$ cat src/hdl/exu_settings.svh
/*
  Execute stage settings: data width, register count and opcode encodings
*/
`ifndef EXU_SETTINGS_SVH
`define EXU_SETTINGS_SVH

`define EXU_XLEN      32
`define EXU_NREGS     32

// ------------------------------------------------------------
// ALU opcodes
// ------------------------------------------------------------
`define EXU_ALU_OP_W  4
`define EXU_ALU_ADD    4'h0
`define EXU_ALU_SUB    4'h1
`define EXU_ALU_SLL    4'h2
`define EXU_ALU_SLT    4'h3
`define EXU_ALU_SLTU   4'h4
`define EXU_ALU_XOR    4'h5
`define EXU_ALU_SRL    4'h6
`define EXU_ALU_SRA    4'h7
`define EXU_ALU_OR     4'h8
`define EXU_ALU_AND    4'h9
// Forwards operand b, used by LUI
`define EXU_ALU_PASS_B 4'ha

// ------------------------------------------------------------
// Branch opcodes, funct3 style
// ------------------------------------------------------------
`define EXU_BR_OP_W   3
`define EXU_BR_EQ     3'h0
`define EXU_BR_NE     3'h1
`define EXU_BR_LT     3'h4
`define EXU_BR_GE     3'h5
`define EXU_BR_LTU    3'h6
`define EXU_BR_GEU    3'h7

// LSU opcode is carried through untouched
`define EXU_LSU_OP_W  4

`endif

$ cat src/hdl/exu_pkg.sv
/*
  Execute stage types: data vectors, decoded issue record and
  memory-stage record
*/
`include "exu_settings.svh"

package exu_pkg;

  // ------------------------------------------------------------
  // Plain vector types
  // ------------------------------------------------------------
  typedef logic [`EXU_XLEN-1:0]            word_t;
  // Halfword aligned, bit 0 is implied zero
  typedef logic [`EXU_XLEN-1:1]            pc_t;
  typedef logic [$clog2(`EXU_NREGS)-1:0]   reg_addr_t;

  typedef logic [`EXU_ALU_OP_W-1:0]        alu_op_t;
  typedef logic [`EXU_BR_OP_W-1:0]         br_op_t;
  typedef logic [`EXU_LSU_OP_W-1:0]        lsu_op_t;

  // ------------------------------------------------------------
  // Decoded instruction entering execute
  // ------------------------------------------------------------
  typedef struct packed {
    pc_t       pc;
    reg_addr_t rs1_addr;
    reg_addr_t rs2_addr;
    word_t     imm;
    logic      use_pc;
    logic      use_imm;
    alu_op_t   alu_op;
    logic      br;
    br_op_t    br_op;
    // Static prediction from fetch
    logic      br_taken;
    logic      lsu;
    lsu_op_t   lsu_op;
    logic      rd_en;
    reg_addr_t rd_addr;
    logic      compressed;
  } ex_issue_t;

  // ------------------------------------------------------------
  // Record held in the memory-stage register
  // ------------------------------------------------------------
  typedef struct packed {
    word_t     alu_res;
    word_t     store_data;
    logic      lsu;
    lsu_op_t   lsu_op;
    logic      br;
    logic      br_taken;
    logic      rd_en;
    reg_addr_t rd_addr;
    logic      compressed;
  } ex_mem_t;

endpackage : exu_pkg

$ cat src/hdl/exu_alu.sv
/*
  Integer ALU for the RV32I register and immediate operations
*/
`timescale 1ns/10ps
`include "exu_settings.svh"

module exu_alu (
  input  exu_pkg::word_t   a,
  input  exu_pkg::word_t   b,
  input  exu_pkg::alu_op_t alu_op,
  output exu_pkg::word_t   res
);

  logic [$clog2(`EXU_XLEN)-1:0] shamt;
  logic                         lt_signed;
  logic                         lt_unsigned;

  // Only the low bits of b shift
  assign shamt       = b[$clog2(`EXU_XLEN)-1:0];
  assign lt_signed   = $signed(a) < $signed(b);
  assign lt_unsigned = a < b;

  always_comb begin
    case (alu_op)
      `EXU_ALU_ADD:    res = a + b;
      `EXU_ALU_SUB:    res = a - b;
      `EXU_ALU_SLL:    res = a << shamt;
      `EXU_ALU_SLT:    res = exu_pkg::word_t'(lt_signed);
      `EXU_ALU_SLTU:   res = exu_pkg::word_t'(lt_unsigned);
      `EXU_ALU_XOR:    res = a ^ b;
      `EXU_ALU_SRL:    res = a >> shamt;
      `EXU_ALU_SRA:    res = exu_pkg::word_t'($signed(a) >>> shamt);
      `EXU_ALU_OR:     res = a | b;
      `EXU_ALU_AND:    res = a & b;
      `EXU_ALU_PASS_B: res = b;
      default:         res = '0;
    endcase
  end

endmodule : exu_alu

$ cat src/hdl/exu_bru.sv
/*
  Branch comparator, evaluates the six RV32I branch conditions
*/
`timescale 1ns/10ps
`include "exu_settings.svh"

module exu_bru (
  input  logic            en,
  input  exu_pkg::br_op_t br_op,
  input  exu_pkg::word_t  a,
  input  exu_pkg::word_t  b,
  output logic            taken
);

  logic cond;
  logic eq;
  logic lt_s;
  logic lt_u;

  assign eq   = a == b;
  assign lt_s = $signed(a) < $signed(b);
  assign lt_u = a < b;

  always_comb begin
    case (br_op)
      `EXU_BR_EQ:  cond = eq;
      `EXU_BR_NE:  cond = !eq;
      `EXU_BR_LT:  cond = lt_s;
      `EXU_BR_GE:  cond = !lt_s;
      `EXU_BR_LTU: cond = lt_u;
      `EXU_BR_GEU: cond = !lt_u;
      default:     cond = 1'b0;
    endcase
  end

  // Non-branch slots never report a taken condition
  assign taken = en && cond;

endmodule : exu_bru

$ cat src/hdl/exu_operand_rf.sv
/*
  Integer register file with retire write from the memory stage
  and a one-stage result bypass on both read ports
*/
`timescale 1ns/10ps
`include "exu_settings.svh"

module exu_operand_rf (
  input  logic                clk,
  input  logic                rst_n,
  input  exu_pkg::reg_addr_t  rs1_addr,
  input  exu_pkg::reg_addr_t  rs2_addr,
  input  exu_pkg::ex_mem_t    mem,
  output exu_pkg::word_t      rs1_data,
  output exu_pkg::word_t      rs2_data
);

  // x0 has no storage
  exu_pkg::word_t regs [1:`EXU_NREGS-1];
  logic           wr_en;

  // Loads retire elsewhere, only ALU results land here
  assign wr_en = mem.rd_en && !mem.lsu && (mem.rd_addr != '0);

  // ------------------------------------------------------------
  // Retire port
  // ------------------------------------------------------------
  always_ff @(posedge clk or negedge rst_n) begin
    if (!rst_n) begin
      for (int i = 1; i < `EXU_NREGS; i++) begin
        regs[i] <= '0;
      end
    end else if (wr_en) begin
      regs[mem.rd_addr] <= mem.alu_res;
    end
  end

  // ------------------------------------------------------------
  // Read ports
  // ------------------------------------------------------------
  function automatic exu_pkg::word_t read_port(exu_pkg::reg_addr_t addr);
    exu_pkg::word_t val;
    if (addr == '0) begin
      val = '0;
    end else if (wr_en && (addr == mem.rd_addr)) begin
      // Result retiring this cycle is not in the array yet
      val = mem.alu_res;
    end else begin
      val = regs[addr];
    end
    return val;
  endfunction

  always_comb begin
    rs1_data = read_port(rs1_addr);
    rs2_data = read_port(rs2_addr);
  end

  // Array is cleared by reset, so both ports stay known
  a_read_data_known: assert property (
    @(posedge clk) disable iff (!rst_n)
    !$isunknown({rs1_data, rs2_data})
  ) else $error("exu_operand_rf: read port returned unknown data");

endmodule : exu_operand_rf

$ cat src/hdl/exu.sv
/*
  Execute stage: operand select, ALU, branch resolution against the
  static prediction, and the memory-stage register
*/
`timescale 1ns/10ps

module exu (
  input  logic               clk,
  input  logic               rst_n,
  input  exu_pkg::ex_issue_t issue,
  input  exu_pkg::word_t     rs1_data,
  input  exu_pkg::word_t     rs2_data,
  output exu_pkg::ex_mem_t   mem,
  output logic               should_br,
  output logic               br_mispredicted
);

  exu_pkg::word_t   pc_word;
  exu_pkg::word_t   op_a;
  exu_pkg::word_t   op_b;
  exu_pkg::word_t   alu_out;
  exu_pkg::word_t   res_next;
  exu_pkg::ex_mem_t mem_next;
  logic             cond_taken;
  logic             should_br_next;

  // ------------------------------------------------------------
  // Operand select and functional units
  // ------------------------------------------------------------
  assign pc_word = {issue.pc, 1'b0};
  assign op_a    = issue.use_pc  ? pc_word   : rs1_data;
  assign op_b    = issue.use_imm ? issue.imm : rs2_data;

  exu_alu i_exu_alu (
    .a      (op_a),
    .b      (op_b),
    .alu_op (issue.alu_op),
    .res    (alu_out)
  );

  exu_bru i_exu_bru (
    .en     (issue.br),
    .br_op  (issue.br_op),
    .a      (rs1_data),
    .b      (rs2_data),
    .taken  (cond_taken)
  );

  // ------------------------------------------------------------
  // Prediction check
  // ------------------------------------------------------------
  assign should_br_next  = cond_taken && !issue.br_taken;
  assign br_mispredicted = issue.br && issue.br_taken && !cond_taken;

  // Mispredict carries the fall-through address instead of the target
  always_comb begin
    if (br_mispredicted) begin
      res_next = pc_word + (issue.compressed ? exu_pkg::word_t'(2) : exu_pkg::word_t'(4));
    end else begin
      res_next = alu_out;
    end
  end

  always_comb begin
    mem_next.alu_res    = res_next;
    mem_next.store_data = rs2_data;
    mem_next.lsu        = issue.lsu;
    mem_next.lsu_op     = issue.lsu_op;
    mem_next.br         = issue.br;
    mem_next.br_taken   = issue.br_taken;
    mem_next.rd_en      = issue.rd_en;
    mem_next.rd_addr    = issue.rd_addr;
    mem_next.compressed = issue.compressed;
  end

  // ------------------------------------------------------------
  // Memory-stage register
  // ------------------------------------------------------------
  always_ff @(posedge clk or negedge rst_n) begin
    if (!rst_n) begin
      mem       <= '0;
      should_br <= 1'b0;
    end else begin
      mem       <= mem_next;
      should_br <= should_br_next;
    end
  end

  a_no_double_redirect: assert property (
    @(posedge clk) disable iff (!rst_n)
    !(should_br && $past(br_mispredicted))
  ) else $error("exu: should_br and mispredict raised for one instruction");

endmodule : exu

$ cat src/hdl/exu_cluster.sv
/*
  Execute cluster: register file operand block feeding the execute stage
*/
`timescale 1ns/10ps

module exu_cluster (
  input  logic               clk,
  input  logic               rst_n,
  input  exu_pkg::ex_issue_t issue,
  output exu_pkg::ex_mem_t   mem,
  output logic               should_br,
  output logic               br_mispredicted
);

  exu_pkg::word_t rs1_data;
  exu_pkg::word_t rs2_data;

  // Memory-stage record loops back as the retire and bypass source
  exu_operand_rf i_exu_operand_rf (
    .clk      (clk),
    .rst_n    (rst_n),
    .rs1_addr (issue.rs1_addr),
    .rs2_addr (issue.rs2_addr),
    .mem      (mem),
    .rs1_data (rs1_data),
    .rs2_data (rs2_data)
  );

  exu i_exu (
    .clk             (clk),
    .rst_n           (rst_n),
    .issue           (issue),
    .rs1_data        (rs1_data),
    .rs2_data        (rs2_data),
    .mem             (mem),
    .should_br       (should_br),
    .br_mispredicted (br_mispredicted)
  );

endmodule : exu_cluster

$ cat config.mk
export PLATFORM = sky130hd
export DESIGN_NAME = exu_cluster
export DESIGN_NICKNAME = d
export VERILOG_FILES = /design/src/hdl/exu_pkg.sv /design/src/hdl/exu_alu.sv /design/src/hdl/exu_bru.sv /design/src/hdl/exu_operand_rf.sv /design/src/hdl/exu.sv /design/src/hdl/exu_cluster.sv
export VERILOG_INCLUDE_DIRS = /design/src /design/src/hdl
export SDC_FILE = /design/constraint.sdc
export NUM_CORES = 2
export LEC_CHECK = 0
export ABC_AREA = 0
export BUFFER_PORTS_ARGS = -buffer_cell sky130_fd_sc_hd__buf_2
export CORE_MARGIN = 5
export CORE_UTILIZATION = 48
export DETAILED_ROUTE_END_ITERATION = 10
export SETUP_SLACK_MARGIN = 0.1
export SLEW_MARGIN = 40
export SYNTH_ARGS = -nofsm -noshare
export SYNTH_HDL_FRONTEND = slang
export SYNTH_SLANG_ARGS = --single-unit
$ cat constraint.sdc
create_clock -name clk -period 7.4 [get_ports clk]
set_clock_uncertainty 0.05 [all_clocks]
set_input_delay 0.37 -clock clk [delete_from_list [all_inputs] [get_ports clk]]
set_output_delay 0.37 -clock clk [all_outputs]
set_load 0.005 [all_outputs]
# ---- Word-level counts from Yosys, hierarchy flattened
# Index checks and enable logic that the tools add are counted.
dict set report word_totals {
  regBits 1071
  out_inout_bits 80
  elab_cells 118
  romBits 0
  latchBits 0
  memories 0
  ram_bits 0
}
dict set report op_classes {
  shifts 3
  n_lt_le_gt_ge 8
  bitwise 6
  n_eq_ne 18
  div 0
  n_mux 19
  reduce_logical 20
  multipliers 0
  n_addsub 3
}
# cell n
set op_table {}
lappend op_table {{$bwmux W992} 1}
lappend op_table {{$mux W32} 12}
lappend op_table {{$pmux W32 S11} 1}
lappend op_table {{$bmux W32 S5} 2}
lappend op_table {{$demux W32 S5} 1}
lappend op_table {{$lt A32 B32 Y1} 4}
lappend op_table {{$add A32 B32 Y32} 2}
lappend op_table {{$and A32 B32 Y32} 1}
lappend op_table {{$eq A32 B32 Y1} 1}
lappend op_table {{$or A32 B32 Y32} 1}
lappend op_table {{$shl A32 B5 Y32} 1}
lappend op_table {{$shr A32 B5 Y32} 1}
lappend op_table {{$sshr A32 B5 Y32} 1}
lappend op_table {{$sub A32 B32 Y32} 1}
lappend op_table {{$xor A32 B32 Y32} 1}
lappend op_table {{$ge A6 B6 Y1 const B} 3}
lappend op_table {{$not A5 Y6} 3}
lappend op_table {{$eq A4 B3 Y1 const B} 4}
lappend op_table {{$eq A3 B3 Y1 const B} 4}
lappend op_table {{$eq A4 B4 Y1 const B} 3}
lappend op_table {{$eq A5 B5 Y1} 2}
lappend op_table {{$logic_not A5 Y1} 2}
lappend op_table {{$logic_and A1 B1 Y1} 9}
lappend op_table {{$eq A4 B2 Y1 const B} 2}
lappend op_table {{9 further kinds} 14}

# ---- Logic depth before layout (Yosys ltp)
dict set report logic_depth {
  depth_word 13
  ltp_mapped 29
  depth_no_buf 20
}

# ---- Modules after synthesis
# Synthesis repeated with hierarchy kept, for this count alone.
dict set report unflattened {
  hier_cells 5757
  hier_area_um2 68056.5
}
# module n_inst cells_per_inst area_per_inst_um2 seq_area_each_um2
set modules_own_cells {}
lappend modules_own_cells {exu_operand_rf 1 3973 54487.3 24823.8}
lappend modules_own_cells {exu_alu 1 1350 8972.4 0.0}
lappend modules_own_cells {exu 1 311 3684.8 1976.9}
lappend modules_own_cells {exu_bru 1 123 912.1 0.0}

# ---- Worst setup path before layout
# No wires, ideal clock.
dict set report synth_timing {
  kind {input-to-reg}
  startpoint {in issue[56] (netlist bit)}
  endpoint {reg, netlist name i_exu.mem[72]}
  path_stages 26
  n_path_buf 8
  path_slack_ns 1.267
  arrival_time_ns 5.945
  t_required_ns 7.212
  setup_time_ns 0.138
  path_cell_list {buf_2 -> buf_4 -> buf_4 -> buf_4 -> buf_4 -> buf_2 -> buf_2 -> mux4_2 -> mux4_2 -> o211ai_1 -> nand2_1 -> mux2i_1 -> inv_1 -> ha_1 -> clkbuf_1 -> or3b_2 -> o2111ai_1 -> a21o_1 -> a21oi_1 -> o211a_1 -> o21ba_2 -> o21ai_0 -> a2bb2oi_1 -> a21oi_1 -> a2111oi_2 -> o22ai_1}
}
dict set report synth_between {
  elab_chain_cells 13
}
# element line_no
set synth_rtl {}
lappend synth_rtl {{from (decl)} exu_cluster.sv:9} ;# input exu_pkg::ex_issue_t issue,
lappend synth_rtl {{$not A5 Y6 (not written as such)} exu_operand_rf.sv:49} ;# val = regs[addr];
lappend synth_rtl {{$bmux W32 S5} exu_operand_rf.sv:49}
lappend synth_rtl {{$mux W32 (not written as such) (2 in series)} exu_operand_rf.sv:49}
lappend synth_rtl {{$mux W32} exu_operand_rf.sv:45} ;# end else if (wr_en && (addr == mem.rd_addr)) begin
lappend synth_rtl {{$mux W32 *} exu_operand_rf.sv:43} ;# if (addr == '0) begin
lappend synth_rtl {{net i_exu.i_exu_bru.b[5]} exu_bru.sv:11} ;# input exu_pkg::word_t b,
lappend synth_rtl {{$lt A32 B32 Y1, or another cell as far along} exu_bru.sv:22} ;# assign lt_u = a < b;
lappend synth_rtl {{$logic_not A1 Y1, on equally long branches} {exu_bru.sv:31, exu_bru.sv:27, exu_bru.sv:29}}
lappend synth_rtl {{$pmux W1 S6} exu_bru.sv:25} ;# case (br_op)
lappend synth_rtl {{$logic_and A1 B1 Y1} exu_bru.sv:37} ;# assign taken = en && cond;
lappend synth_rtl {{$logic_not A1 Y1} exu.sv:53} ;# assign br_mispredicted = issue.br && issue.br_taken && !cond_taken;
lappend synth_rtl {{$logic_and A1 B1 Y1} exu.sv:53}
lappend synth_rtl {{$mux W32 *} exu.sv:57} ;# if (br_mispredicted) begin
lappend synth_rtl {{net i_exu.res_next[26]} exu.sv:22} ;# exu_pkg::word_t res_next;
# Mark *: on every way through the listed nets, which the timed path passes. The rest lies on a longest branch. The select of a mux whose other input is x is not followed.
# A chain may end at the register's enable or synchronous reset.

# ---- Final worst setup path
dict set report layout_timing {
  startpoint {reg, netlist name i_exu.mem[4]}
  endpoint {out br_mispredicted}
}
dict set report layout_between {
  elab_chain_cells 11
}
# element line_no
set layout_rtl {}
lappend layout_rtl {{$reduce_bool A5 Y1} exu_operand_rf.sv:23} ;# assign wr_en = mem.rd_en && !mem.lsu && (mem.rd_addr != '0);
lappend layout_rtl {{$logic_and A1 B1 Y1} exu_operand_rf.sv:23}
lappend layout_rtl {{$logic_and A1 B1 Y1 *} exu_operand_rf.sv:45}
lappend layout_rtl {{$mux W32 *} exu_operand_rf.sv:45}
lappend layout_rtl {{$mux W32 *} exu_operand_rf.sv:43}
lappend layout_rtl {{net i_exu.i_exu_bru.b[5]} exu_bru.sv:11}
lappend layout_rtl {{$lt A32 B32 Y1, or another cell as far along} exu_bru.sv:22}
lappend layout_rtl {{$logic_not A1 Y1, on equally long branches} {exu_bru.sv:31, exu_bru.sv:27, exu_bru.sv:29}}
lappend layout_rtl {{$pmux W1 S6 *} exu_bru.sv:25}
lappend layout_rtl {{$logic_and A1 B1 Y1 *} exu_bru.sv:37}
lappend layout_rtl {{$logic_not A1 Y1 *} exu.sv:53}
lappend layout_rtl {{$logic_and A1 B1 Y1 *} exu.sv:53}
lappend layout_rtl {{to (decl)} exu_cluster.sv:12} ;# output logic br_mispredicted
# Mark *: on every way through the listed nets, which the timed path passes. The rest lies on a longest branch.

==> impl_metrics.ini <==
[detailed_routing]
vias = 55650
wl_per_cell_um = 37.39
first_pass_iters = 6
viasPerCell = 7.016
ant_nets = 0
routed_wl_um = 296600
drc = 0
drt_iter0_drc = 7092

[worst_setup_path]
critPathRequiredTime_ps = 6980
arrival_ps = 6910
rrSetupSlack_ps = 130
critPathLaunchType = register
path_class = reg -> out
worstPathMaxFanout = 9
endpoint_kind = output pin

[synthesis]
ys_seq_area_frac = 0.3901
yosys_most_used_dff = dfrtp_1
synthArstFlopShare = 1.000
synth_edf_count = 0
synth_area_per_cell_sq_um = 11.96
ys_warn_count = 0
synth_nets = 5979
ys_types = 113
synthCells = 5744
netlist_area_sq_um = 68700
yosys_register_bits = 1071

[run_status]
status = finished clean

[hold_path]
min_path_type = in -> async

[place]
portBuffers = 177
dpl.hpwl_um = 202200
gp_congestion = 1.073

[finish]
drive_above_1_share = 0.3833
n_fill_cell = 12110
layout.nets = 6162
area_growth_pct = 13.02

[clock_network]
clock_path_buffers = 3
cts_tree = built
clk_pin_slew_ps = 60
cts_setup_buffers = 0
cts.sinks = 1071
clk_latency_ps = 790
cts_buffers = 118
clockRootBuffer = clkbuf_16
h-tree-depth = 3

[global_route]
met2_usage = 0.5711
grt_pass1_vias = 54570
grt_use_met3 = 0.1060
grt_pass1_wl_um = 419800
grt-busiest-layer = met2
grtUsageMet1 = 0.5064
grt_usage = 0.3839
grt_antenna_before_repair = 23
grt_max_degree = 140
overflow = 0

[pwr]
internal_power_mw = 12.61
power_switching_mw = 6.290
pwr-share-comb = 0.273
vdd_drop_max_mv = 0.2221
p_per_area_nw_per_um2 = 243.3
p_leak_nw = 35.57
seqPwrFrac = 0.384
clkPwrFrac = 0.343
swShare = 0.3329

[sta]
fin_crit_sh = 0.9903
relSlewSlack = 0.3592
max_slew.worst_pin.slew_ps = 957.7
hold_viol_final = 0
fmax_mhz = 136.5
worst_hold_slack_ps = 19.33
rsz0062_at_grt = false
setup_viol = 0
fin_crit_ps = 7329
fin_tns_setup_ps = 0
slew_viol_final = 0

[flow_run]
cap_violations = 0

[die]
dieArea_sq_um = 150800
die_y_um = 388.3
rows = 138
core_area_sq_um = 141900
initial_core_util = 0.4841
io_pins = 178
die_w_um = 388.3
stage by stage:
step | total power, mW | setup WS (ps) | util | area (sq um) | instances
finish | 18.90 | 71.47 | 0.5471 | 77650 | 7932
global route | 19.50 | 129.7 | 0.5469 | 77620 | 7920
CTS | 18.80 | 235.9 | 0.5460 | 77490 | 7914
detailed placement | 12.33 | 74.87 | 0.5147 | 73050 | 7674
global placement | 12.24 | 39.39 | 0.5129 | 72790 | 7664
floorplan | 10.24 | 1268 | - | 68700 | 5744
layer usage:
metal  routed length (um)  share of wire
met3                31710           0.11
met2               129400           0.44
met5                   69        0.00023
met4                20490          0.069
met1               114900           0.39
final cells by class:
cell class	count	area, sq um	share of cell area
clock inverters	59	853.3	0.01099
flip-flops and latches	1071	26800	0.3452
clock buffers	163	3402	0.04381
inverters	146	550.5	0.007090
diodes	13	32.53	0.0004190
multi-input cells	3988	38890	0.5009
repair buffers	602	4748	0.06115
well taps	1890	2365	0.03045
path summary, 6_finish.rpt:
path	depth (start not counted)	endpoint	startpoint
worst min register to register	2	i_exu_operand_rf.regs[900]$_DFFE_PN0P_	i_exu_operand_rf.regs[900]$_DFFE_PN0P_
worst max-delay path	17	br_mispredicted	i_exu.mem[4]$_DFF_PN0_
min in group clk	4	i_exu.mem[64]$_DFF_PN0_	issue[82]
worst max register to register	18	i_exu.mem[47]$_DFF_PN0_	i_exu.mem[4]$_DFF_PN0_
max in group asynchronous	5	i_exu.mem[8]$_DFF_PN0_	rst_n
worst min-delay path	2	i_exu.mem[10]$_DFF_PN0_	rst_n
worst max-delay path, stage by stage, from the launching register on:
cell      delay [ps]
dfrtp_1          470
nor3_1           590
a21o_1           240
or3_1            600
o211ai_1         410
nand2_1          390
buf_4            240
inv_1             70
ha_1             200
or4_1            460
o21ai_0          120
a21oi_2          160
a41oi_1          810
o211ai_1         180
xor2_1           200
a211o_1          340
inv_1            360
buf_2            250
cells in the final DEF (no fill, tap or decap), drive strengths merged, types with 84 or more instances in the layout:
master,count
mux4,406
nor3,84
a21oi,153
a22oi,106
dfrtp,1071
buf,583
mux2,1021
ha,134
o21ai,190
inv,148
clkbuf,164
mux2i,345
nand3,100
nand2,327
nor2,227
sequential cells by signal, summed over array words and instances (netlist names):
signal	flops
i_exu_operand_rf.regs	992
i_exu.mem	78
i_exu.should_br	1
what timing repair did:
item | in CTS | in global routing
gates resized for setup | 0 | 1
endpoints found under the setup margin | 0 | 1
hold buffers | 18 | 0
endpoints found under the hold margin | 104 | 0
power by group through the flow:
| stage | logic [mW] | registers (mW) | clock network [mW] |
|---|---|---|---|
| 6_report | 5.16 | 7.26 | 6.48 |
| 5_1_grt | 5.38 | 7.35 | 6.77 |
| 4_1_cts | 5.02 | 7.24 | 6.54 |
| 3_5_place_dp | 4.99 | 7.33 | 0 |
| 3_3_place_gp | 4.94 | 7.30 | 0 |
| 2_1_floorplan | 3.08 | 7.16 | 0 |
Yosys cell counts, types with 16 or more instances:
master | n | area, sq um
dfrtp_1 | 1071 | 26800
mux2_2 | 1020 | 11490
mux4_2 | 372 | 8378
mux2i_1 | 335 | 3353
nand2_1 | 327 | 1227
clkbuf_1 | 307 | 1152
nor2_1 | 225 | 844.6
o21ai_0 | 173 | 865.8
a21oi_1 | 150 | 750.7
inv_1 | 136 | 510.5
ha_1 | 134 | 1677
a22oi_1 | 105 | 788.3
buf_2 | 103 | 515.5
nand3_1 | 100 | 500.5
nor3_1 | 82 | 410.4
a221oi_1 | 52 | 455.4
o22ai_1 | 52 | 325.3
o211ai_1 | 48 | 360.4
a211oi_1 | 45 | 337.8
buf_4 | 43 | 322.8
buf_6 | 39 | 439.2
xnor2_1 | 38 | 332.8
a31oi_1 | 36 | 225.2
and3_1 | 35 | 219.0
a21o_1 | 34 | 255.2
mux4_1 | 33 | 867.1
a221o_1 | 32 | 320.3
nand2b_1 | 32 | 200.2
nand4_1 | 32 | 200.2
nor2b_1 | 32 | 200.2
buf_1 | 29 | 108.9
o221ai_1 | 25 | 219.0
or3_1 | 24 | 150.1
nor4_1 | 21 | 131.4
o2111ai_1 | 20 | 175.2
o31ai_1 | 20 | 150.1
a22o_1 | 19 | 166.4
and2_1 | 18 | 112.6
o2bb2ai_1 | 18 | 157.7
a2111oi_0 | 16 | 140.1
o21ai_1 | 16 | 80.08
o21bai_1 | 16 | 120.1
cells by family (layout without fill, tap and decap cells):
family	Yosys count	after routing	synth area share
other	0	13	0
and+or+nand+nor	991	991	0.06848
muxes	1772	1772	0.3534
AOI/OAI and AO/OA	1035	1035	0.1074
buffers and inverters	685	970	0.04861
xor gates and xnor gates	53	53	0.006757
adders and majority gates	137	137	0.02528
DFF	1071	1071	0.3901
Note: power is estimated with default switching activity, not from simulation.
